[src/i2c_params.svh]
`ifndef I2C_PARAMS_SVH
`define I2C_PARAMS_SVH

// Bus field widths
`define I2C_ADDR_WIDTH      7
`define I2C_REG_WIDTH       8
`define I2C_DATA_WIDTH      8

// Rate divider input
`define I2C_DIVIDER_WIDTH   16

// Clock stretch timeout
`define I2C_STRETCH_WIDTH       16
// Divider ticks a stretch may last before the transfer aborts
`define I2C_STRETCH_MAX_TICKS   255

`endif

[src/i2c_pkg.sv]
`include "i2c_params.svh"

package i2c_pkg;

    typedef logic [`I2C_ADDR_WIDTH-1:0]     dev_addr_t;
    typedef logic [`I2C_REG_WIDTH-1:0]      reg_addr_t;
    typedef logic [`I2C_DATA_WIDTH-1:0]     data_byte_t;
    typedef logic [`I2C_DIVIDER_WIDTH-1:0]  divider_t;
    typedef logic [`I2C_STRETCH_WIDTH-1:0]  stretch_count_t;

    // Single bus operations handled by the bit engine
    typedef enum logic [2:0] {
        CMD_START,
        CMD_RESTART,
        CMD_WRITE_BIT,
        CMD_READ_BIT,
        CMD_STOP
    } bit_cmd_t;

    // Byte states carry their ack bit as the ninth bit
    typedef enum logic [3:0] {
        ST_IDLE,
        ST_START,
        ST_ADDR_W,
        ST_REG,
        ST_DATA,
        ST_RESTART,
        ST_ADDR_R,
        ST_READ,
        ST_STOP
    } txn_state_t;

endpackage

[src/i2c_bit_if.sv]
`timescale 1ns/10ps

interface i2c_bit_if import i2c_pkg::*; ();

    logic       req;
    bit_cmd_t   cmd;
    logic       tx_bit;
    logic       ack;
    logic       rx_bit;
    logic       timed_out;

    modport sequencer (
        output req,
        output cmd,
        output tx_bit,
        input  ack,
        input  rx_bit,
        input  timed_out
    );

    modport engine (
        input  req,
        input  cmd,
        input  tx_bit,
        output ack,
        output rx_bit,
        output timed_out
    );

endinterface

[src/i2c_transaction_fsm.sv]
`timescale 1ns/10ps
`include "i2c_params.svh"

module i2c_transaction_fsm import i2c_pkg::*; (
    input  logic            clock,
    input  logic            reset_n,
    i2c_bit_if.sequencer    bus,
    input  logic            enable,
    input  logic            read_write,
    input  dev_addr_t       device_address,
    input  reg_addr_t       register_address,
    input  data_byte_t      mosi_data,
    output data_byte_t      miso_data,
    output logic            busy,
    output logic            error
);

    txn_state_t state;
    logic [3:0] bit_cnt;
    logic       req_q;
    logic       bit_done;
    logic       last_bit;

    dev_addr_t  dev_addr_q;
    reg_addr_t  reg_addr_q;
    data_byte_t data_q;
    logic       rw_q;
    data_byte_t shift;

    assign bus.req  = req_q;
    assign bit_done = req_q && bus.ack;
    // Ninth bit of a byte is the ack slot
    assign last_bit = (bit_cnt == 4'(`I2C_DATA_WIDTH));

    always_comb begin
        bus.cmd    = CMD_WRITE_BIT;
        bus.tx_bit = shift[`I2C_DATA_WIDTH-1];
        case (state)
            ST_START:   bus.cmd = CMD_START;
            ST_RESTART: bus.cmd = CMD_RESTART;
            ST_STOP:    bus.cmd = CMD_STOP;
            ST_READ: begin
                // NACK after the single data byte
                bus.cmd    = last_bit ? CMD_WRITE_BIT : CMD_READ_BIT;
                bus.tx_bit = 1'b1;
            end
            default: begin
                if (last_bit) begin
                    bus.cmd = CMD_READ_BIT;
                end
            end
        endcase
    end

    ////////////////////
    // Control
    ////////////////////

    always_ff @(posedge clock) begin
        if (!reset_n) begin
            state   <= ST_IDLE;
            bit_cnt <= '0;
            busy    <= 1'b0;
            error   <= 1'b0;
            req_q   <= 1'b0;
        end else if (state == ST_IDLE) begin
            if (enable) begin
                state <= ST_START;
                busy  <= 1'b1;
                error <= 1'b0;
            end
        end else if (bit_done) begin
            req_q <= 1'b0;
            if (bus.timed_out) begin
                state <= ST_IDLE;
                busy  <= 1'b0;
                error <= 1'b1;
            end else begin
                case (state)
                    ST_START: begin
                        state   <= ST_ADDR_W;
                        bit_cnt <= '0;
                    end
                    ST_RESTART: begin
                        state   <= ST_ADDR_R;
                        bit_cnt <= '0;
                    end
                    ST_READ: begin
                        if (last_bit) begin
                            state <= ST_STOP;
                        end else begin
                            bit_cnt <= bit_cnt + 4'd1;
                        end
                    end
                    ST_STOP: begin
                        state <= ST_IDLE;
                        busy  <= 1'b0;
                    end
                    default: begin
                        if (!last_bit) begin
                            bit_cnt <= bit_cnt + 4'd1;
                        end else if (bus.rx_bit) begin
                            // Target did not acknowledge
                            state <= ST_STOP;
                            error <= 1'b1;
                        end else begin
                            bit_cnt <= '0;
                            case (state)
                                ST_ADDR_W: state <= ST_REG;
                                ST_REG:    state <= rw_q ? ST_RESTART : ST_DATA;
                                ST_ADDR_R: state <= ST_READ;
                                default:   state <= ST_STOP;
                            endcase
                        end
                    end
                endcase
            end
        end else if (!req_q && !bus.ack) begin
            req_q <= 1'b1;
        end
    end

    ////////////////////
    // Byte shifting
    ////////////////////

    always_ff @(posedge clock) begin
        if (state == ST_IDLE && enable) begin
            dev_addr_q <= device_address;
            reg_addr_q <= register_address;
            data_q     <= mosi_data;
            rw_q       <= read_write;
        end
        if (bit_done && !bus.timed_out) begin
            case (state)
                ST_START:   shift <= {dev_addr_q, 1'b0};
                ST_RESTART: shift <= {dev_addr_q, 1'b1};
                ST_ADDR_W:  shift <= last_bit ? reg_addr_q : shift << 1;
                ST_REG:     shift <= last_bit ? data_q : shift << 1;
                ST_READ: begin
                    if (last_bit) begin
                        miso_data <= shift;
                    end else begin
                        shift <= {shift[`I2C_DATA_WIDTH-2:0], bus.rx_bit};
                    end
                end
                default: begin
                    if (!last_bit) begin
                        shift <= shift << 1;
                    end
                end
            endcase
        end
    end

    a_req_held_until_ack: assert property (
        @(posedge clock) disable iff (!reset_n) $fell(req_q) |-> $past(bus.ack)
    );

endmodule

[src/flat_wrapper.sv]
// flat-port wrapper written by rule: the top's interface ports become plain ports
module i2c_transaction_fsm_flat import i2c_pkg::*;
  (clock, reset_n, enable, read_write, device_address, register_address, mosi_data, miso_data, busy, error, bus_req, bus_cmd, bus_tx_bit, bus_ack, bus_rx_bit, bus_timed_out);
  i2c_bit_if bus_i ();
  input  logic clock;
  input  logic reset_n;
  input  logic enable;
  input  logic read_write;
  input  dev_addr_t device_address;
  input  reg_addr_t register_address;
  input  data_byte_t mosi_data;
  output data_byte_t miso_data;
  output logic busy;
  output logic error;
  output wire logic [$bits(bus_i.req)-1:0] bus_req;
  output wire logic [$bits(bus_i.cmd)-1:0] bus_cmd;
  output wire logic [$bits(bus_i.tx_bit)-1:0] bus_tx_bit;
  input wire logic [$bits(bus_i.ack)-1:0] bus_ack;
  input wire logic [$bits(bus_i.rx_bit)-1:0] bus_rx_bit;
  input wire logic [$bits(bus_i.timed_out)-1:0] bus_timed_out;
  assign bus_req = bus_i.req;
  assign bus_cmd = bus_i.cmd;
  assign bus_tx_bit = bus_i.tx_bit;
  assign bus_i.ack = bus_ack;
  assign bus_i.rx_bit = bus_rx_bit;
  assign bus_i.timed_out = bus_timed_out;
  i2c_transaction_fsm u_core (.clock(clock), .reset_n(reset_n), .bus(bus_i), .enable(enable), .read_write(read_write), .device_address(device_address), .register_address(register_address), .mosi_data(mosi_data), .miso_data(miso_data), .busy(busy), .error(error));
endmodule
[config.mk]
export PLATFORM = sky130hd
export DESIGN_NAME = i2c_transaction_fsm_flat
export DESIGN_NICKNAME = d
export VERILOG_FILES = /design/src/i2c_pkg.sv /design/src/i2c_bit_if.sv /design/src/i2c_transaction_fsm.sv /design/src/flat_wrapper.sv
export VERILOG_INCLUDE_DIRS = /design/src
export SDC_FILE = /design/constraint.sdc
export NUM_CORES = 1
export LEC_CHECK = 0
export BUFFER_PORTS_ARGS = -buffer_cell sky130_fd_sc_hd__buf_2
export CORE_UTILIZATION = 30
export DETAILED_ROUTE_END_ITERATION = 7
export PLACE_DENSITY_LB_ADDON = 0.1
export SLEW_MARGIN = 30
export SYNTH_ARGS = -nofsm -noshare
export SYNTH_HDL_FRONTEND = slang
export SYNTH_SLANG_ARGS = --single-unit
[constraint.sdc]
create_clock -name clock -period 2.05 [get_ports clock]
set_clock_uncertainty 0.15 [all_clocks]
set_input_delay 0.41 -clock clock [delete_from_list [all_inputs] [get_ports clock]]
set_output_delay 0.41 -clock clock [all_outputs]
set_load 0.05 [all_outputs]
# [Word level (Yosys, flattened, before mapping)]
# Index checks and enable logic that the tools add are counted.
[word_totals] ramBits=0 mem_bits_ro=0 out_inout_bits=15 n_memories=0 reg_bits=51 input_bits=30 latchBits=0 elab_cells=89
[classes] div=0 mul=0 bitwise=3 add_sub_neg=1 eq_ne=14 n_shift=0 mux=37 order_cmp=0 n_reduce_logical=23
[ops] op="$mux 4" count=10
[ops] op="$pmux 8 s5" count=1
[ops] op="$mux 8" count=4
[ops] op="$pmux 4 s3" count=2
[ops] op="$mux 1" count=18
[ops] op="$pmux 4 s4" count=1
[ops] op="$eq 4x3->1 const B" count=3
[ops] op="$pmux 3 s4" count=1
[ops] op="$reduce_and 3->1" count=3
[ops] op="$reduce_bool 3->1" count=3
[ops] op="$eq 4x2->1 const B" count=2
[ops] op="$eq 4x4->1 const B" count=2
[ops] op="$reduce_and 6->1" count=1
[ops] op="$reduce_bool 6->1" count=1
[ops] op="$ne 5x5->1 const B" count=1
[ops] op="$reduce_and 5->1" count=1
[ops] op="$add 4x1->4 const B" count=1
[ops] op="$eq 4x1->1 const B" count=1
[ops] op="$logic_and 1x1->1" count=4
[ops] op="$logic_not 4->1" count=1
[ops] op="$ne 2x2->1 const B" count=2
[ops] op="$ne 4x2->1 const B" count=1
[ops] op="$reduce_and 4->1" count=1
[ops] op="$reduce_bool 2->1" count=2
[ops] op="other kinds (7)" count=11

# [Logic depth before layout (Yosys ltp)]
[depth] ltp_word=8 ltp_mapped=7 mapped_depth_nobuf=6

# [Worst setup path after synthesis]
# No wires, ideal clock.
[synth_timing] path_kind="register -> output" startpoint="register u_core.bit_cnt[0]" endpoint="output port bus_cmd[0]" path_buffers=1 path_stages_with_launch=8 t_required_ns=1.490 arrival_time_ns=2.185 path_slack_ns=-0.695 path_cell_list="dfxtp_1 > inv_1 > ha_1 > and3b_1 > clkbuf_2 > nand3_1 > a21oi_1 > a211oi_1"
[synth_via] elab_chain_cells=3 word_cells_on_any_way=4
[synth_lines] item="start: declaration" line_no="i2c_transaction_fsm.sv:19" text="logic [3:0] bit_cnt;"
[synth_lines] item="start signal: assignment" line_no="i2c_transaction_fsm.sv:92" text="bit_cnt <= bit_cnt + 4'd1;"
[synth_lines] item="start signal: assignment" line_no="i2c_transaction_fsm.sv:101" text="bit_cnt <= bit_cnt + 4'd1;"
[synth_lines] item="$eq 4x4->1 *" line_no="i2c_transaction_fsm.sv:33" text="assign last_bit = (bit_cnt == 4'(`I2C_DATA_WIDTH));"
[synth_lines] item="$mux 1, on equally long branches" line_no="i2c_transaction_fsm.sv:48, i2c_transaction_fsm.sv:44"
[synth_lines] item="$pmux 3 s4 *" line_no="i2c_transaction_fsm.sv:38" text="case (state)"
[synth_lines] item="end: declaration" line_no="flat_wrapper.sv:16" text="output wire logic [$bits(bus_i.cmd)-1:0] bus_cmd;"
# Mark *: on every way between the ends. The rest lies on a longest branch, timed or not.

# [Final worst setup path]
# Same ends and word-level chain as after synthesis.

==> flow_summary.yaml <==
power:
  power_w: 0.00255
  p_leak_nw: 1.12
  vdd_drop_max_uv: 345
  power_density_mw_per_mm2: 848
grt:
  gr-total-overflow: 0
  antenna_found_initial: 0
  grt_pass1_vias: 1541
  grt_max_degree: 27
  grt_pass1_wl_um: 8090
  grt_use_total_pct: 13.9
worst_hold_path:
  hold_class: "in -> reg"
  hold_path_depth: 1
  hold_start: "device_address[5]"
sta:
  tns_ps: -223
  hold_viol_final: 0
  worstMarginPinSlew_ps: 624
  timing.final.ws_setup_ps: -81.7
  layout_min_cycle_time_ps: 2130
  final_max_slew_viol_count: 0
  period_share_pct: 104
  rsz0062_at_grt: "true"
  fmax_ghz: 0.469
  setup_violations: 4
  hold_slack_ps: 118
  max_slew_margin_pct: 58.1
floorplanning:
  fp.dieH_um: 89.2
  start_util_pct: 31.2
  ios: 45
  dieArea_mm2: 0.00795
  num_rows: 31
  core_mm2: 0.00729
  die_w_um: 89.2
clock_network:
  cts_buffers: 5
  clock_latency_ps: 310
  clock-sinks: 51
  htreeDepth: 2
  ctsRootBufferMaster: "clkbuf_8"
  cts_buffer_depth: 2
  cts_tree: "done"
  clkTransAtPathRegs_ps: 110
synth:
  ys_seq_elements: 51
  synth_cell_types: 51
  ys_async_sr_fraction_pct: 0
  yosysWarningCount: 0
  postSynthCellCount: 179
  ys_seq_area_share_pct: 62.4
  syn-cell-area_mm2: 0.00228
  avgSynthCellArea_um2: 12.7
  ys.flop_type: "edfxtp_1"
  synth_fp_nets: 212
  synth_edf_count: 40
place:
  detailed_place.area_mm2: 0.00279
  dp.cells: 339
  gp_congestion: 0.753
  hpwl_um: 3640
  io_buffers: 44
setup_path:
  startpoint_type: "flip-flop"
  ff2ff_path_depth: 8
  path_class: "reg -> out"
  arrival_ps: 1570
  worst_setup_path_end_kind: "output pin"
  setup.worst_path.start: "u_core.bit_cnt[0]"
  worst_ep_required_time_ps: 1490
  worstPathMaxFanout: 4
  reg2reg_from: "u_core.bit_cnt[0]"
outcome:
  violations: "negative setup slack"
  status: "finished with violations"
flow_run:
  cap_violations: 0
cells_and_area:
  final_cell_mix: "buf_2, edfxtp_1, buf_4"
  synthToLayoutAreaGrowth_pct: 32.0
  instances_no_fill: 351
  finalNetCount: 284
  stdcell_area_mm2: 0.00301
  multi_input_area_um2: 833
  fillers: 753
  regArea_mm2: 0.00144
  drive_gt1_share_pct: 42.9
  diodes: 0
detailed_routing:
  drt_iter0_markers: 108
  routed_via_density: 4.77
  route.detailed.drc: 0
  drt_wl_total_um: 5080
  wl_per_cell_um: 14.5
  num_vias: 1674
  drtAntennaViolNets: 0
  detail_route.first_pass.iterations: 4
final cells by class:
class / instances / share of cell area [%]
multi-input combinational: 110 / 27.7
timing repair buffer: 74 / 16.1
sequential: 51 / 47.8
inverter: 9 / 1.12
clock buffer: 5 / 2.29
tap: 99 / 4.12
clock inverter: 3 / 0.957
stage by stage:
| step | utilization [%] | setup WS (ps) |
|---|---|---|
| floorplan | - | -215 |
| global placement | 38.3 | 15.5 |
| detailed placement | 38.3 | 39.9 |
| CTS | 40.7 | -148 |
| global route | 41.2 | -173 |
| finish | 41.2 | -81.7 |
routing by layer:
layer,wire [µm],vias to the layer above,global-route usage (%)
met3,170,4,3.14
met4,61,0,4.33
li1,-,839,-
met5,0,-,0
met1,2540,793,19.4
met2,2300,38,21.5
logic make-up after synthesis:
group	Yosys count	share of synthesized area, %
XOR/XNOR	1	0.384
flip-flops	51	62.4
buffers and inverters	18	3.79
multiplexers	8	3.57
AND/OR/NAND/NOR	50	13.2
adder cells (fa/ha/maj)	3	1.65
AO/OA/AOI/OAI	48	15.0
cells in the mapped netlist, drive strengths merged (3+ instances only):
cell	n	share of area, %
a21oi	13	2.9
a221o	7	3.1
and2	3	0.82
buf	4	1.4
clkbuf	5	0.88
dfxtp	11	9.7
edfxtp	40	53
ha	3	1.6
inv	9	1.5
mux2i	7	3.1
nand2b	7	1.9
nor2	16	2.6
nor3	4	1.1
nor4	3	1.1
o211ai	3	0.99
o21ai	8	1.8
o22ai	3	0.82
worst max-delay path: stages (launching register included):
cell,delay (ps)
dfxtp_2,340
inv_2,60
ha_4,130
and3b_2,230
o21ai_2,70
a211oi_2,250
buf_6,190
where the power goes:
| group | internal (W) | switching, W | total [W] |
|---|---|---|---|
| logic | 0.000278 | 0.000356 | 0.000634 |
| clock network | 0.000254 | 0.000371 | 0.000625 |
| registers | 0.00124 | 0.0000505 | 0.00129 |
state kept, by name (all words and copies together) (netlist names), 4 cells and up:
signal / cells
u_core.state: 4
u_core.shift: 8
u_core.reg_addr_q: 8
u_core.miso_data: 8
u_core.bit_cnt: 4
u_core.data_q: 8
u_core.dev_addr_q: 7
path summary, 6_finish.rpt:
kind / slack [ps] / endpoint
hold / removal: 120 / u_core.dev_addr_q[5]
setup reg to reg: -60 / u_core.bit_cnt[2]
setup / recovery: -80 / bus_cmd[0]
hold reg to reg: 300 / u_core.miso_data[7]
what timing repair did:
| action | CTS | global route |
|---|---|---|
| pin swaps | 5 | 5 |
| resized for setup | 24 | 7 |
| setup buffers | 2 | 3 |
| hold buffers | 0 | 0 |
| endpoints found under the setup margin | 4 | 10 |
Note: power is estimated with default switching activity, not from simulation.
