`src/i2c_params.svh`:
```
`ifndef I2C_PARAMS_SVH
`define I2C_PARAMS_SVH

// Bus field widths
`define I2C_ADDR_WIDTH      7
`define I2C_REG_WIDTH       8
`define I2C_DATA_WIDTH      8

// Rate divider input
`define I2C_DIVIDER_WIDTH   16

// Clock stretch timeout
`define I2C_STRETCH_WIDTH       16
// Divider ticks a stretch may last before the transfer aborts
`define I2C_STRETCH_MAX_TICKS   255

`endif

```
`src/i2c_pkg.sv`:
```
`include "i2c_params.svh"

package i2c_pkg;

    typedef logic [`I2C_ADDR_WIDTH-1:0]     dev_addr_t;
    typedef logic [`I2C_REG_WIDTH-1:0]      reg_addr_t;
    typedef logic [`I2C_DATA_WIDTH-1:0]     data_byte_t;
    typedef logic [`I2C_DIVIDER_WIDTH-1:0]  divider_t;
    typedef logic [`I2C_STRETCH_WIDTH-1:0]  stretch_count_t;

    // Single bus operations handled by the bit engine
    typedef enum logic [2:0] {
        CMD_START,
        CMD_RESTART,
        CMD_WRITE_BIT,
        CMD_READ_BIT,
        CMD_STOP
    } bit_cmd_t;

    // Byte states carry their ack bit as the ninth bit
    typedef enum logic [3:0] {
        ST_IDLE,
        ST_START,
        ST_ADDR_W,
        ST_REG,
        ST_DATA,
        ST_RESTART,
        ST_ADDR_R,
        ST_READ,
        ST_STOP
    } txn_state_t;

endpackage

```
`src/i2c_bit_if.sv`:
```
`timescale 1ns/10ps

interface i2c_bit_if import i2c_pkg::*; ();

    logic       req;
    bit_cmd_t   cmd;
    logic       tx_bit;
    logic       ack;
    logic       rx_bit;
    logic       timed_out;

    modport sequencer (
        output req,
        output cmd,
        output tx_bit,
        input  ack,
        input  rx_bit,
        input  timed_out
    );

    modport engine (
        input  req,
        input  cmd,
        input  tx_bit,
        output ack,
        output rx_bit,
        output timed_out
    );

endinterface

```
`src/i2c_bit_engine.sv`:
```
`timescale 1ns/10ps

module i2c_bit_engine import i2c_pkg::*; (
    input  logic            clock,
    input  logic            reset_n,
    i2c_bit_if.engine       bus,
    input  logic            tick,
    input  logic            stretch_expired,
    input  logic            scl_in,
    input  logic            sda_in,
    output logic            stretch_wait,
    output logic            scl_low,
    output logic            sda_low
);

    logic       active;
    logic [1:0] phase;
    logic       ack_q;
    logic       rx_q;
    logic       timed_out_q;
    logic       is_start;
    logic       sda_setup_low;
    logic       finish_bit;

    assign bus.ack       = ack_q;
    assign bus.rx_bit    = rx_q;
    assign bus.timed_out = timed_out_q;

    assign is_start     = (bus.cmd == CMD_START) || (bus.cmd == CMD_RESTART);
    assign stretch_wait = active && (phase == 2'd2);
    assign finish_bit   = active && tick && (phase == 2'd3);

    // SDA level set up in the first phase, while SCL is low
    always_comb begin
        case (bus.cmd)
            CMD_STOP:      sda_setup_low = 1'b1;
            CMD_WRITE_BIT: sda_setup_low = !bus.tx_bit;
            CMD_READ_BIT:  sda_setup_low = 1'b0;
            default:       sda_setup_low = 1'b0;
        endcase
    end

    ////////////////////
    // Phase sequencing
    ////////////////////

    always_ff @(posedge clock) begin
        if (!reset_n) begin
            active      <= 1'b0;
            phase       <= 2'd0;
            scl_low     <= 1'b0;
            sda_low     <= 1'b0;
            ack_q       <= 1'b0;
            timed_out_q <= 1'b0;
        end else begin
            if (ack_q && !bus.req) begin
                ack_q <= 1'b0;
            end

            if (!active) begin
                if (bus.req && !ack_q) begin
                    active      <= 1'b1;
                    phase       <= 2'd0;
                    timed_out_q <= 1'b0;
                end
            end else if (tick) begin
                case (phase)
                    2'd0: begin
                        sda_low <= sda_setup_low;
                        phase   <= 2'd1;
                    end
                    2'd1: begin
                        scl_low <= 1'b0;
                        phase   <= 2'd2;
                    end
                    2'd2: begin
                        // Target may hold SCL low here
                        if (scl_in) begin
                            if (is_start) begin
                                sda_low <= 1'b1;
                            end
                            phase <= 2'd3;
                        end else if (stretch_expired) begin
                            sda_low     <= 1'b0;
                            timed_out_q <= 1'b1;
                            ack_q       <= 1'b1;
                            active      <= 1'b0;
                        end
                    end
                    default: begin
                        // STOP leaves SCL high and lets SDA rise
                        if (bus.cmd == CMD_STOP) begin
                            sda_low <= 1'b0;
                        end else begin
                            scl_low <= 1'b1;
                        end
                        ack_q  <= 1'b1;
                        active <= 1'b0;
                    end
                endcase
            end
        end
    end

    // Sampled just before SCL falls
    always_ff @(posedge clock) begin
        if (finish_bit) begin
            rx_q <= sda_in;
        end
    end

    ////////////////////
    // Checks
    ////////////////////

    a_ack_needs_req: assert property (
        @(posedge clock) disable iff (!reset_n) $rose(bus.ack) |-> bus.req
    );

    a_scl_on_tick: assert property (
        @(posedge clock) disable iff (!reset_n) !$stable(scl_low) |-> $past(tick)
    );

endmodule

```
`src/flat_wrapper.sv`:
```
// flat-port wrapper written by rule: the top's interface ports become plain ports
module i2c_bit_engine_flat import i2c_pkg::*;
  (clock, reset_n, tick, stretch_expired, scl_in, sda_in, stretch_wait, scl_low, sda_low, bus_req, bus_cmd, bus_tx_bit, bus_ack, bus_rx_bit, bus_timed_out);
  i2c_bit_if bus_i ();
  input  logic clock;
  input  logic reset_n;
  input  logic tick;
  input  logic stretch_expired;
  input  logic scl_in;
  input  logic sda_in;
  output logic stretch_wait;
  output logic scl_low;
  output logic sda_low;
  input wire logic [$bits(bus_i.req)-1:0] bus_req;
  input wire logic [$bits(bus_i.cmd)-1:0] bus_cmd;
  input wire logic [$bits(bus_i.tx_bit)-1:0] bus_tx_bit;
  output wire logic [$bits(bus_i.ack)-1:0] bus_ack;
  output wire logic [$bits(bus_i.rx_bit)-1:0] bus_rx_bit;
  output wire logic [$bits(bus_i.timed_out)-1:0] bus_timed_out;
  assign bus_i.req = bus_req;
  assign bus_i.cmd = bus_cmd;
  assign bus_i.tx_bit = bus_tx_bit;
  assign bus_ack = bus_i.ack;
  assign bus_rx_bit = bus_i.rx_bit;
  assign bus_timed_out = bus_i.timed_out;
  i2c_bit_engine u_core (.clock(clock), .reset_n(reset_n), .bus(bus_i), .tick(tick), .stretch_expired(stretch_expired), .scl_in(scl_in), .sda_in(sda_in), .stretch_wait(stretch_wait), .scl_low(scl_low), .sda_low(sda_low));
endmodule
```
`config.mk`:
```
export PLATFORM = sky130hd
export DESIGN_NAME = i2c_bit_engine_flat
export DESIGN_NICKNAME = d
export VERILOG_FILES = /design/src/i2c_pkg.sv /design/src/i2c_bit_if.sv /design/src/i2c_bit_engine.sv /design/src/flat_wrapper.sv
export VERILOG_INCLUDE_DIRS = /design/src
export SDC_FILE = /design/constraint.sdc
export NUM_CORES = 1
export LEC_CHECK = 0
export BUFFER_PORTS_ARGS = -buffer_cell sky130_fd_sc_hd__buf_4
export CORE_MARGIN = 2
export CORE_UTILIZATION = 30
export DETAILED_ROUTE_END_ITERATION = 10
export SKIP_LAST_GASP = 1
export SYNTH_ARGS = -nofsm -noshare
export SYNTH_HDL_FRONTEND = slang
export SYNTH_SLANG_ARGS = --single-unit
export TNS_END_PERCENT = 30
```
`constraint.sdc`:
```
create_clock -name clock -period 1.7 [get_ports clock]
set_input_delay 0.085 -clock clock [delete_from_list [all_inputs] [get_ports clock]]
set_output_delay 0.085 -clock clock [all_outputs]
set_load 0.01 [all_outputs]
```
# Word-level counts from Yosys, hierarchy flattened
# Cells that the tools add are included.
[word_totals]
register_bits = 8
out_inout_bits = 6
[classes]
n_eq_ne = 15
n_mux = 31
bitwise_logic = 2
reduce_logical = 19
[ops]
columns = ["operator", "n"]
rows = [
  ["2-to-1 mux 1 bit", 21],
  ["inequality test 2 bit, second input constant", 5],
  ["2-to-1 mux 2 bit", 4],
  ["case mux 1 bit (2 select lines)", 4],
  ["AND reduction 4 bit", 2],
  ["inequality test 3 bit, second input constant", 2],
  ["case mux 2 bit (3 select lines)", 1],
  ["AND reduction 6 bit", 1],
  ["logical AND 1 bit", 5],
  ["AND reduction 5 bit", 1],
  ["equality test 2 bit, second input constant", 2],
  ["inequality test 4 bit, second input constant", 1],
  ["OR reduction 2 bit", 2],
  ["equality test 3 x 1 -> 1 bit, second input constant", 1],
  ["equality test 3 x 2 -> 1 bit, second input constant", 1],
  ["equality test 3 bit, second input constant", 1],
  ["logical NOT 1 bit", 3],
  ["logical NOT 3 bit", 1],
  ["inequality test 3 x 2 -> 1 bit, second input constant", 1],
  ["case mux 1 bit (3 select lines)", 1],
  ["nonzero test 3 bit", 1],
  ["equality test 2 x 1 -> 1 bit, second input constant", 1],
  ["logical NOT 2 bit", 1],
  ["NOT 1 bit", 2],
  ["2 further kinds", 2],
]

# Depth between registers and ports, before layout
[depth]
word_depth = 8
mapped_depth = 7

# Worst setup path after synthesis
# No wires, ideal clock.
[synth_path]
path_type = "flip-flop to flip-flop"
startpoint = "register u_core.phase[0]"
endpoint = "register u_core.phase[1]"
setup_time_ns = 0.070
arrival_time_ns = 1.685
required_ns = 1.630
slack_ns = -0.055
stages_incl_launch_ff = 8
cell_sequence = "dfxtp_1 -> inv_1 -> ha_1 -> buf_6 -> or3_1 -> a41o_1 -> or2_0 -> a21oi_1"
[synth_between]
elab_chain_cells = 4
elab_cells_between_ends = 9
cone_classes = "eq/ne: 4; mux: 3; reduce/logical: 2"
[synth_lines]
columns = ["item", "line", "source"]
rows = [
  ["start, declared", "i2c_bit_engine.sv:17", "logic [1:0] phase;"],
  ["start signal, assigned", "i2c_bit_engine.sv:50", "phase <= 2'd0;"],
  ["start signal, assigned", "i2c_bit_engine.sv:63", "phase <= 2'd0;"],
  ["start signal, assigned", "i2c_bit_engine.sv:70", "phase <= 2'd1;"],
  ["equality test 2 bit (tied with other cells)", "i2c_bit_engine.sv:67", "case (phase)"],
  ["case mux 2 bit (3 select lines)", "i2c_bit_engine.sv:67", ""],
  ["2-to-1 mux 2 bit", "i2c_bit_engine.sv:66", "end else if (tick) begin"],
  ["2-to-1 mux 2 bit", "i2c_bit_engine.sv:60", "if (!active) begin"],
]
# Parallel ways exist; a longest one is shown, timed or not. The select of a mux whose other input is x is not followed.
# A chain may end at the register's enable or synchronous reset.

# Worst setup path after layout
[layout_path]
startpoint = "register u_core.phase[0]"
endpoint = "register u_core.phase[0]"
# Same word-level chain as after synthesis.

==> impl_metrics.toml <==
[detailed_routing]
detail_route.vias_per_cell = 5.071
average_routed_wire_per_standard_cell_um = 12.38
drtAntennaViolNets = 0
drt_iter0_markers = 8
drt_drc_violations_left = 0
num_vias = 502
routed_wl_um = 1226
detailedRoute.firstPassIterationCount = 4

[global_route]
antenna_violations_before_repair = 0
gr-total-overflow = 0
grt_first_pass_wirelength_um = 1918
number_of_global_route_vias_before_repair = 458
grt_start_max_net_pins = 11
grt_util_all_layers_pct = 13.29

[logic_synthesis]
synthesis.yosys.warnings = 0
synth-seq-cells = 8
synth.distinct_cells = 32
sequential_element_share_of_the_synthesized_area_pct = 32.23
postSynthAreaPerCell_um2 = 9.104
synth_nets = 75
post_synth_instance_area_um2 = 528.0
syn-instance-count = 58

[timing]
max_slew_headroom_pct = 72.09
final_min_period_over_clock_period_pct = 96.98
final-max-slew-violation-count = 0
finalSetupTns_ns = 0
timing.final.crit_period_ns = 1.649
maxClockFrequency_mhz = 606.6
finClkSkew_ns = 0.001340
setup_ws_post_layout_ns = 0.05138
setup_viol = 0
pin_slew_with_the_least_headroom_to_its_limit_ns = 0.4178
report.final.hold_viol_count = 0
rsz0062_at_grt = "yes"

[floorplan]
row_count = 15
floorplan.die_area_um2 = 2111
initial_core_util_pct = 31.26
pin_count = 17
die_width_um = 45.95
core_area_um2 = 1689
die_height_um = 45.95

[place]
buffer_ports.inserted = 16
placement.setup.worst_slack_ns = 0.007128
finalWeightedCongestion = 0.7599
dp_hpwl_um = 887.4

[critical_path]
cp-end-kind = "register"
setup.worst_path.class = "reg2reg"
timing.critical_path.required_ns = 1.90
buffers_plus_inverters_on_the_worst_setup_path = 1
critPathLaunchType = "register"
worstPathCellList = "inv_4 -> ha_4 -> or3_1 -> a41o_1 -> or2_0 -> a21oi_1"
critical_path_maximum_fanout = 5
cp_top_family = "simple AND/OR/NAND/NOR gates"
cp_slowest_cell = "dfxtp_4"
arrival_ns = 1.85
timing.critical_path.slowest_cell_delay_ns = 0.40

[clocking]
worst_skew_pair.late_latency_ns = 0.27
cts_root_buffer = "clkbuf_4"
cts_buffer_count = 3
maximum_level_of_the_cts_h_tree = 1
tritoncts_clock_tree = "yes"
cts.path.max_buffers = 2
cts.sinks = 8
clk_pin_slew_ns = 0.06

[power]
clockPowerShare_pct = 37.1
netSwitchingPower_uw = 130.9
vdd_ir_drop_max_mv = 0.2356
cellPowerDensity_nw_per_um2 = 607.7
comb_power_share_pct = 18.6
power_report.internal_total_uw = 336.0
post-layout-total-power_uw = 466.9
p_leak_uw = 0.0003364
seq_power_share_pct = 44.3
p_sw_share_pct = 28.03

[outcome]
status = "completed"

[hold_path]
min-delay-path-class = "in2reg"

[layout]
fin_nets = 100
share_of_post_route_cells_with_drive_strength_above_1_pct = 41.46
n_antenna_cell = 0
area_delta_synth_final_pct = 45.50

[run]
drv_cap = 0
==> worst register-to-register path: cells and delay by family (launching register included) <==
kind                       cells  cell delay [ns]
DFF                            1             0.40
adders and majority gates      1             0.16
buffers and inverters          1             0.05
AOI/OAI and AO/OA              2             0.41
and+or+nand+nor                2             0.56
==> worst paths after layout <==
kind                   startpoint  cells after the start  slack (ns)               to
setup / recovery  u_core.phase[0]                      6        0.05  u_core.phase[0]
hold / removal            reset_n                      2        0.05    u_core.active
setup reg to reg  u_core.phase[0]                      6        0.05  u_core.phase[0]
hold reg to reg    u_core.scl_low                      2        0.52   u_core.scl_low
==> state kept, by name, indices dropped and copies added, names as in the netlist <==
name	flops
u_core.scl_low	1
u_core.sda_low	1
u_core.bus.ack	1
u_core.active	1
u_core.bus.timed_out	1
u_core.bus.rx_bit	1
u_core.phase	2
==> kinds of logic after synthesis <==
logic type                 share of synthesized area, %
AOI/OAI and AO/OA                                 19.67
buffers and inverters                             5.686
adders and majority gates                         14.22
DFF                                               32.23
muxes                                             1.896
and+or+nand+nor                                   26.31
==> final cells by class <==
cell class	count	area [µm²]
timing repair buffer	22	167.7
clock buffer	4	26.28
inverter	4	20.02
tap	17	21.27
multi-input combinational	44	355.3
sequential	8	177.7
fill	165	920.9
==> placed cells by master (no fill, tap or decap), types with 2 or more instances in the layout <==
cell type and count:
clkbuf_4 3, inv_4 2, ha_1 3, nor3_1 2, buf_4 21, a32oi_1 2
nor2_1 4, or2_0 2, ha_4 2, a211oi_1 2, dfxtp_1 5, inv_1 2
dfxtp_4 2, nand2b_1 2, a21oi_1 4, nand2_1 2
==> cells in the mapped netlist <==
| library cell | count | area, µm² |
|---|---|---|
| or3b_1 | 1 | 8.760 |
| a41o_1 | 1 | 10.01 |
| and3_1 | 1 | 6.260 |
| nor4_1 | 1 | 6.260 |
| o211a_1 | 1 | 10.01 |
| ha_1 | 6 | 75.07 |
| or2b_1 | 1 | 7.510 |
| clkbuf_1 | 1 | 3.750 |
| dfxtp_1 | 7 | 140.1 |
| nor3b_1 | 1 | 7.510 |
| and3b_2 | 1 | 10.01 |
| edfxtp_1 | 1 | 30.03 |
| a311oi_1 | 1 | 8.760 |
| nand3b_1 | 1 | 7.510 |
| and2_2 | 1 | 7.510 |
| a21oi_1 | 4 | 20.02 |
| or3b_2 | 1 | 8.760 |
| nor3_1 | 2 | 10.01 |
| mux2i_1 | 1 | 10.01 |
| nand2_1 | 2 | 7.510 |
| nand2b_1 | 2 | 12.51 |
| or3_1 | 1 | 6.260 |
| inv_1 | 4 | 15.01 |
| o22a_1 | 1 | 8.760 |
| or2_0 | 2 | 12.51 |
| nand3_1 | 1 | 5.000 |
| a31oi_1 | 1 | 6.260 |
| nor2_1 | 4 | 15.01 |
| o211ai_1 | 1 | 7.510 |
| a211oi_1 | 2 | 15.01 |
| a32oi_1 | 2 | 17.52 |
| buf_6 | 1 | 11.26 |
==> what timing repair did <==
action,CTS,global route
endpoints found under the hold margin,1,0
pin swaps,0,5
buffers inserted,0,2
hold buffers,1,0
setup endpoints to repair,2,2
resized for setup,1,11
==> per-stage QoR <==
| step | cell area, µm² | utilization, % | hold WS, ns | std cells |
|---|---|---|---|---|
| finish | 768.2 | 45.48 | 0.05221 | 99 |
| global route | 768.2 | 45.48 | 0.06245 | 99 |
| CTS | 716.9 | 42.44 | 0.04397 | 97 |
| detailed placement | 678.2 | 40.15 | 0.2668 | 92 |
| global placement | 678.2 | 40.15 | 0.2669 | 92 |
| floorplan | 529.3 | - | 0.1839 | 58 |
==> power by group through the flow <==
stage / clock, µW / combinational, µW / sequential (µW)
2_1_floorplan: 0 / 42.4 / 206
3_3_place_gp: 0 / 74.9 / 211
3_5_place_dp: 0 / 75.5 / 211
4_1_cts: 181 / 77.7 / 206
5_1_grt: 192 / 97.1 / 208
6_report: 173 / 87.1 / 207
==> per-layer routing <==
layer,vias up,part of all wire (%),track usage [%]
met5,-,0,0
met4,0,0.65,6.857
met3,2,6.5,5.952
met2,16,46,21.11
met1,224,47,14.75
li1,260,-,-
Power figures use the tool's default switching activity.
