`src/i2c_params.svh`:
```
`ifndef I2C_PARAMS_SVH
`define I2C_PARAMS_SVH

// Bus field widths
`define I2C_ADDR_WIDTH      7
`define I2C_REG_WIDTH       8
`define I2C_DATA_WIDTH      8

// Rate divider input
`define I2C_DIVIDER_WIDTH   16

// Clock stretch timeout
`define I2C_STRETCH_WIDTH       16
// Divider ticks a stretch may last before the transfer aborts
`define I2C_STRETCH_MAX_TICKS   255

`endif

```
`src/i2c_pkg.sv`:
```
`include "i2c_params.svh"

package i2c_pkg;

    typedef logic [`I2C_ADDR_WIDTH-1:0]     dev_addr_t;
    typedef logic [`I2C_REG_WIDTH-1:0]      reg_addr_t;
    typedef logic [`I2C_DATA_WIDTH-1:0]     data_byte_t;
    typedef logic [`I2C_DIVIDER_WIDTH-1:0]  divider_t;
    typedef logic [`I2C_STRETCH_WIDTH-1:0]  stretch_count_t;

    // Single bus operations handled by the bit engine
    typedef enum logic [2:0] {
        CMD_START,
        CMD_RESTART,
        CMD_WRITE_BIT,
        CMD_READ_BIT,
        CMD_STOP
    } bit_cmd_t;

    // Byte states carry their ack bit as the ninth bit
    typedef enum logic [3:0] {
        ST_IDLE,
        ST_START,
        ST_ADDR_W,
        ST_REG,
        ST_DATA,
        ST_RESTART,
        ST_ADDR_R,
        ST_READ,
        ST_STOP
    } txn_state_t;

endpackage

```
`src/i2c_bit_timing.sv`:
```
`timescale 1ns/10ps
`include "i2c_params.svh"

module i2c_bit_timing import i2c_pkg::*; (
    input  logic        clock,
    input  logic        reset_n,
    input  divider_t    divider,
    input  logic        stretch_wait,
    output logic        tick,
    output logic        stretch_expired
);

    divider_t       div_count;
    stretch_count_t stretch_count;

    ////////////////////
    // Bus rate tick
    ////////////////////

    always_ff @(posedge clock) begin
        if (!reset_n) begin
            div_count <= '0;
            tick      <= 1'b0;
        end else if (div_count >= divider) begin
            div_count <= '0;
            tick      <= 1'b1;
        end else begin
            div_count <= div_count + 1'b1;
            tick      <= 1'b0;
        end
    end

    ////////////////////
    // Stretch timeout
    ////////////////////

    always_ff @(posedge clock) begin
        if (!reset_n || !stretch_wait) begin
            stretch_count <= '0;
        end else if (tick && stretch_count < stretch_count_t'(`I2C_STRETCH_MAX_TICKS)) begin
            stretch_count <= stretch_count + 1'b1;
        end
    end

    assign stretch_expired = stretch_wait &&
                             (stretch_count == stretch_count_t'(`I2C_STRETCH_MAX_TICKS));

    // A count left over from an earlier wait never expires a new one
    a_expired_only_waiting: assert property (
        @(posedge clock) disable iff (!reset_n)
            stretch_expired |-> stretch_wait && $past(stretch_wait)
    );

endmodule

```
`config.mk`:
```
export PLATFORM = sky130hd
export DESIGN_NAME = i2c_bit_timing
export DESIGN_NICKNAME = d
export VERILOG_FILES = /design/src/i2c_pkg.sv /design/src/i2c_bit_timing.sv
export VERILOG_INCLUDE_DIRS = /design/src
export SDC_FILE = /design/constraint.sdc
export NUM_CORES = 1
export LEC_CHECK = 0
export ABC_AREA = 1
export BUFFER_PORTS_ARGS = -buffer_cell sky130_fd_sc_hd__buf_4
export CORE_UTILIZATION = 35
export CTS_CLUSTER_DIAMETER = 60
export DETAILED_ROUTE_END_ITERATION = 10
export GPL_ROUTABILITY_DRIVEN = 0
export PLACE_DENSITY = 0.63
export SYNTH_ARGS = -nofsm -noshare
export SYNTH_HDL_FRONTEND = slang
export SYNTH_SLANG_ARGS = --single-unit
```
`constraint.sdc`:
```
create_clock -name clock -period 3.9 [get_ports clock]
set_input_delay 0.39 -clock clock [delete_from_list [all_inputs] [get_ports clock]]
set_output_delay 0.39 -clock clock [all_outputs]
set_load 0.005 [all_outputs]
```
After elaboration in Yosys (flattened, before gate mapping)
Index checks and enable logic that the tools add are counted.
{ "word_totals": {"regBits": 33, "in_bits": 19, "output_inout_bits": 2, "elab_cells": 16} }
{ "op_classes": {"n_addsub": 2, "magnitude_cmp": 2, "eq_ne": 1, "n_mux": 1, "bitwise_logic": 1, "n_reduce_logical": 6} }
{ "ops": {"columns": ["operator", "count"], "rows": [
  ["adder 16 x 1 -> 16 bit (second input constant)", 2],
  ["== test 16 x 8 -> 1 bit (second input constant)", 1],
  [">= comparator 16 bit", 1],
  ["less-than comparator 16 x 8 -> 1 bit (second input constant)", 1],
  ["logical AND 1 bit", 2],
  ["logical NOT 1 bit", 2],
  ["OR reduction 2 bit", 1],
  ["logical OR 1 bit", 1],
  ["two-way mux 1 bit", 1],
  ["NOT 1 bit", 1]
]} }

Depth between registers and ports, before layout
Gate-level depths: netlist of run 1.
{ "logic_depth": {"depth_word": 2, "ltp_mapped": 13, "mapped_depth_nobuf": 12} }

Least setup slack after synthesis of run 1
Ideal clock, no wire load.
{ "synth_timing": {"path_kind": "in2reg", "start": "input port divider[9]", "end": "register div_count[0]", "setup_time_ns": 0.064, "t_arrival_ns": 1.452, "required_time_ns": 3.836, "path_slack_ns": 2.384, "stages": 10, "path_buffers": 1, "cell_sequence": "inv_1 ha_1 nand2_1 inv_1 o21bai_1 a21oi_1 nor2_1 nand3_2 buf_6 nor2_1"} }
{ "synth_via": {"elab_chain_len": 2} }
{ "synth_rtl": {"columns": ["item", "line", "text"], "rows": [
  ["from (decl)", "i2c_bit_timing.sv:7", "input divider_t divider,"],
  [">= comparator 16 bit", "i2c_bit_timing.sv:24", "end else if (div_count >= divider) begin"],
  ["OR reduction 2 bit (no source line)", null, null],
  ["to (signal assigned)", "i2c_bit_timing.sv:28", "div_count <= div_count + 1'b1;"],
  ["to (decl)", "i2c_bit_timing.sv:13", "divider_t div_count;"]
]} }
No other way between the ends.
A chain may end at the register's enable or synchronous reset.

Worst setup path in the final report of run 1
{ "layout_timing": {"start": "register stretch_count[0]", "end": "output port stretch_expired"} }
{ "layout_via": {"elab_chain_len": 2} }
{ "layout_rtl": {"columns": ["item", "line", "text"], "rows": [
  ["from (decl)", "i2c_bit_timing.sv:14", "stretch_count_t stretch_count;"],
  ["from (signal assigned)", "i2c_bit_timing.sv:41", "stretch_count <= stretch_count + 1'b1;"],
  ["== test 16 x 8 -> 1 bit", "i2c_bit_timing.sv:46", "(stretch_count == stretch_count_t'(`I2C_STRETCH_MAX_TICKS));"],
  ["logical AND 1 bit", "i2c_bit_timing.sv:45", "assign stretch_expired = stretch_wait &&"],
  ["to (decl)", "i2c_bit_timing.sv:10", "output logic stretch_expired"]
]} }
No other way between the ends.

==> results of run 1 <==
cells in the mapped netlist:
cell,instances,area [um^2]
nand2_2,2,12.5
o21ai_0,4,20.0
nor3_4,1,16.3
nor2_2,4,25.0
nand3_4,1,17.5
and3_1,1,6.26
inv_4,1,6.26
clkbuf_1,1,3.75
a21boi_0,1,7.51
o21a_1,1,7.51
nand2_1,40,150
nor2_1,42,158
o21bai_1,1,7.51
xor2_1,10,87.6
nor3_1,3,15.0
buf_6,1,11.3
a21oi_1,9,45.0
xnor2_1,7,61.3
ha_1,18,225
nand4_1,5,31.3
nand3_1,14,70.1
inv_1,47,176
nand3_2,1,10.0
inv_2,3,11.3
nor3_2,1,10.0
nor2_4,1,11.3
dfxtp_1,33,661
cell usage in the layout (no fill, tap or decap), types with 4 or more instances in the layout:
cell	netlist	layout
dfxtp_1	33	33
nand3_1	14	14
nor2_1	42	42
nor2_2	4	4
nand2_1	40	40
clkbuf_8	0	6
buf_4	0	20
nand4_1	5	5
inv_1	47	47
a21oi_1	9	9
ha_1	18	18
xnor2_1	7	7
xor2_1	10	10
o21ai_0	4	4
worst max-delay path: cells and delay by family (launching register included):
family        cells  cell delay, ns
buf+inv           2            0.20
flops             1            0.38
fa+ha+maj         1            0.21
simple gates      3            0.42
registers in the layout (all words and copies together) (netlist names):
register,flops
tick,1
div_count,16
stretch_count,16
per-stage QoR:
step	cells	area, um^2	total power, W	hold slack, ns
floorplan	253	1860	0.000377	0.408
global placement	341	2090	0.000396	0.416
detailed placement	341	2090	0.000397	0.418
CTS	349	2200	0.000727	0.429
global route	349	2200	0.000749	0.435
finish	349	2200	0.000717	0.428
cell families after synthesis:
kind of cell    after synthesis  synth area share [%]
simple gates                116                  28.6
buf+inv                      53                  11.2
flops                        33                  35.4
fa+ha+maj                    18                  12.1
xor+xnor                     17                  7.99
compound gates               16                  4.70
area by class of cell:
cell class	instances	area [um^2]
tap	70	87.6
clock buffer	7	86.3
timing repair buffer	20	150
multi-input combinational	167	995
sequential	33	661
fill	548	2900
inverter	51	194
clock inverter	1	30.0
per-layer routing:
| metal | vias to the layer above | part of all wire (%) | track usage (%) |
|---|---|---|---|
| met2 | 12 | 49 | 24.4 |
| met4 | 0 | 1.0 | 4.40 |
| met5 | - | 0 | 0 |
| li1 | 825 | - | - |
| met1 | 660 | 47 | 16.1 |
| met3 | 4 | 2.6 | 3.61 |
power groups by stage:
stage / logic, W / clock network [W] / registers (W)
after CTS: 0.0000472 / 0.000337 / 0.000342
after detailed placement: 0.0000465 / 0 / 0.000350
final: 0.0000461 / 0.000328 / 0.000342
after floorplan: 0.0000280 / 0 / 0.000349
after global routing: 0.0000546 / 0.000352 / 0.000342
after global placement: 0.0000459 / 0 / 0.000350
worst max path at each step:
stage | from | endpoint | slack [ns] | cells after the start
final | stretch_count[0] | stretch_expired | 2.03 | 6
after global routing | stretch_count[0] | stretch_expired | 1.90 | 6
after CTS | stretch_count[0] | stretch_expired | 2.01 | 6
after detailed placement | divider[9] | div_count[0] | 2.00 | 10
after global placement | divider[9] | div_count[14] | 2.01 | 10
after floorplan | divider[9] | div_count[0] | 2.38 | 10
==> metrics.txt, run 1 <==
die area around 5600 um^2; DRC viols 0; reg2reg start div_count[9]; fin crit share 48.0%; Register-to-Register Path Depth 8; DRT Wirelength 3.29 mm; CP endpoint kind primary output; clock root cell clkbuf_8; Num CTS Buffers 5; total number of vias 1501; Sink Count 33; first drt pass iteration count 4; Worst slew margin 71.2%; CTS tree built; Clock Pin Slew Worst Setup and Hold Paths 0.07 ns; initial antenna violation count 0; I/O pins 21; Highest Clock Rate approximately 530 MHz; vias in the first global route 1429; Worst Hold Class register to register; Sum Neg Setup Slack 0 ns; reg2reg setup slack 2.13 ns; NetSw approximately 0.00014 W; startpoint types register; cell area after synthesis approximately 1900 um^2; Hold Path Sink stretch_count[8]; core area around 5100 um^2; unrepaired setup endpoints after global routing no; status finished, final reports clean; P&R area growth vs syn 18.2%; Hold Path Stages 2; Detail Placement HPWL approximately 2.6 mm; min cycle time layout 1.87 ns; max_cap viols 0; Setup WS post-layout 2.03 ns; Req. time, crit path 3.51 ns; Slew Limit Fails 0; post-synthesis cell type count 27; Seq pwr share around 48%; Post-CTS Hold Fix Bufs 0; pwr dens 325 nW/um^2; Clock power frac 45.8%; Iter 0 DRT Violations 40; Layout Utilization 43.1%; Setup-failing EPs final 0; Die X 75.0 um; Syn Area/Cell 7.37 um^2; DR WL/cell 9.43 um; Synth Register Bits 33; Synth Instances 253; total track usage between 10 and 15%; Fin. Hold Viols 0; CP max-delay cell dfxtp_1; post_cts resized 0; clk buf depth 2; share of cells above drive strength 1 15.1%; H-tree depth 2; Crit Path Class register to primary output; Port Buffer Count 20; Hold Path Origin stretch_count[8]; combinational power share approximately 6.4%; CP max FO 3; Largest stage delay, worst path approximately 0.38 ns; syn nets 290; Congestion Overflow GR 0; worst IR drop on VDD 285 uV; num rows 26; largest net degree at the start of global routing 17; Final ANT Viol Nets 0; reg2reg end div_count[14]; Post-CTS Setup Inserts 0; Place WS 2.00 ns; global-route wire length before repair a little under 6 mm; Worst Path Arrival between 1 and 1.5 ns; P_int between 0.0005 and 0.0006 W; initial core utilization 36.5%; Worst-Skew Late Latency 0.28 ns; n_diodes 0; Via density 4.30; Final Net Count 315; Static Leak 0.991 nW; height of the die 75.0 um; Ys Warns 0; slew of the pin with the lowest slew margin 0.431 ns; Final Skew 0.00515 ns; cells along the critical path ha_1, inv_1, nor3_4, nand2_2, nor2_1, buf_4; sw frac 20.2%; sequential element share of the synthesized area about 35%
No activity file was read; power rests on OpenSTA's default activity.
==> inputs of run 2 (changes only) <==
--- a/config.mk
+++ b/config.mk
@@ -12,7 +12,7 @@
 export CTS_CLUSTER_DIAMETER = 60
 export DETAILED_ROUTE_END_ITERATION = 10
 export GPL_ROUTABILITY_DRIVEN = 0
-export PLACE_DENSITY = 0.63
+export PLACE_DENSITY = 0.65
 export SYNTH_ARGS = -nofsm -noshare
 export SYNTH_HDL_FRONTEND = slang
 export SYNTH_SLANG_ARGS = --single-unit
==> constraint.sdc (replaced) <==
create_clock -name clock -period 1.63 [get_ports clock]
set_input_delay 0.163 -clock clock [delete_from_list [all_inputs] [get_ports clock]]
set_output_delay 0.163 -clock clock [all_outputs]
set_load 0.005 [all_outputs]
==> metrics.txt, run 2 (synthesis gave the netlist of run 1 again) <==
slew of the pin with the lowest slew margin 0.283 ns (-0.148 ns); pwr dens 743 nW/um^2 (+130%); Seq. cell area 663 um^2 (+0.38%); Worst setup startpoint stretch_count[0]; P&R area growth vs syn 24.8%; startpoint types register; initial core utilization 36.5% (unchanged); sw frac 20.5% (+0.28 points); Multi-input gate area 1000 um^2 (+0.75%); hold_ws 0.197 ns (-0.231 ns); global-route wire length before repair 5.68 mm (-4.1%); total track usage 13.4% (-0.39 points); core area 5110 um^2 (unchanged); reg2reg start stretch_count[0]; DRT Wirelength 3.25 mm (-1.4%); Largest regs div_count: 16 flops, stretch_count: 16 flops, tick: 1 flops; num rows 26 (unchanged); total power 0.00173 W (+140%); combinational power share 6.9% (+0.5 points); clock root cell clkbuf_8; n_diodes 0 (unchanged); worst IR drop on VDD 467 uV (+64%); max_cap viols 0 (unchanged); Worst Hold Class input port to register; first drt pass iteration count 4 (unchanged); CP max FO 3 (unchanged); Die X 75.0 um (unchanged); DR WL/cell 8.91 um (-5.4%); Sink Count 33 (unchanged); Hold Path Stages 2 (unchanged); height of the die 75.0 um (unchanged); Hold Path Sink tick; NetSw 0.000354 W (+140%); placed cell area 2170 um^2 (+4.0%); initial antenna violation count 0 (unchanged); Hold Path Origin reset_n; largest net degree at the start of global routing 11 (-6); Port Buffer Count 20 (unchanged); Filler cells 532 (-2.9%); Congestion Overflow GR 0 (unchanged); Worst-Skew Late Latency 0.28 ns (about the same); most frequent cells in the layout inv_1, nor2_1, nand2_1; reg2reg end stretch_count[2]; Req. time, crit path 1.47 ns (-2.04 ns); Detail Placement HPWL 2.53 mm (-2.1%); DRC viols 0 (unchanged); Layout Utilization 45.5% (+2.4 points); die area 5620 um^2 (unchanged); clk buf depth 2 (unchanged); Seq pwr share 47.4% (-0.4 points); Highest Clock Rate roughly 640 MHz; CTS tree built; H-tree depth 2 (unchanged); Final Skew 0.00323 ns (-0.00192 ns); P_int 0.00137 W (+140%); Clock Pin Slew Worst Setup and Hold Paths 0.07 ns (about the same); Via density 4.29 (-0.29%); total number of vias 1561 (+4.0%); share of cells above drive strength 1 21.1% (+6.0 points); Iter 0 DRT Violations 60 (+50%); Num CTS Buffers 5 (unchanged); Worst Path Arrival 1.39 ns (-0.09 ns); status finished, final reports clean; Register-to-Register Path Depth 10 (+2); Clock power frac 45.8% (about the same); fin area 2330 um^2 (+5.6%); CP endpoint kind primary output; Fin. Hold Viols 0 (unchanged); fin crit share between 90% and 100%; Crit Path Class register to primary output; Slew Limit Fails 0 (unchanged); Final ANT Viol Nets 0 (unchanged); I/O pins 21 (unchanged); leading cell type in the layout, fill and taps excluded inv_1; Final Net Count 330 (+4.8%); Static Leak 1.07 nW (+7.7%); Setup-failing EPs final 0 (unchanged); vias in the first global route 1414 (-1.0%); reg2reg setup slack 0.15 ns (-1.98 ns); Worst slew margin 81.1% (+9.9 points); min cycle time layout 1.55 ns
## run 2: worst max path at each step
stage                                 end  slack, ns  depth (start not counted)
after global placement      div_count[12]       0.18                         12
final                     stretch_expired       0.08                          6
after floorplan              div_count[0]       0.21                          8
after CTS                 stretch_expired       0.02                          6
after detailed placement     div_count[0]       0.15                         11
after global routing      stretch_expired     -0.006                          6
## run 2: layout make-up
type	count	share of cell area, %
clock buffer	7	3.71
clock inverter	1	1.29
inverter	51	8.34
multi-input combinational	167	43.1
sequential	33	28.5
tap	70	3.77
timing repair buffer	35	11.3
## run 2: per-stage QoR
step           cells  setup slack (ns)  TNS [ns]
6_report         364            0.0751         0
5_1_grt          364          -0.00564  -0.00564
4_1_cts          360            0.0201         0
3_5_place_dp     352             0.146         0
3_3_place_gp     352             0.183         0
2_1_floorplan    253             0.212         0
## run 2: critical path, cell delays in order, from the launching register on
cell and delay [ns]:
dfxtp_2 0.34, ha_2 0.19, inv_1 0.07, nor3_4 0.21
nand2_2 0.08, nor2_2 0.11, buf_4 0.11
## run 2: power groups by stage
stage               sequential [W]  combinational (W)  clock (W)
global route              0.000819           0.000138   0.000857
global placement          0.000837           0.000118          0
floorplan                 0.000836          0.0000670          0
finish                    0.000819           0.000119   0.000791
detailed placement        0.000837           0.000121          0
CTS                       0.000818           0.000121   0.000811
## run 2: repair_timing
action	in CTS	in global routing
resized for setup	1	4
endpoints found under the setup margin	1	2
pin swaps	0	2
hold buffers	0	0
setup buffers	0	4
## run 2: metal layers
metal	global-route usage, %	up-vias	share of wire [%]
met5	0	-	0
met2	23.4	11	49
met1	15.3	685	48
met4	5.03	0	1.1
met3	4.02	4	2.3
li1	-	861	-
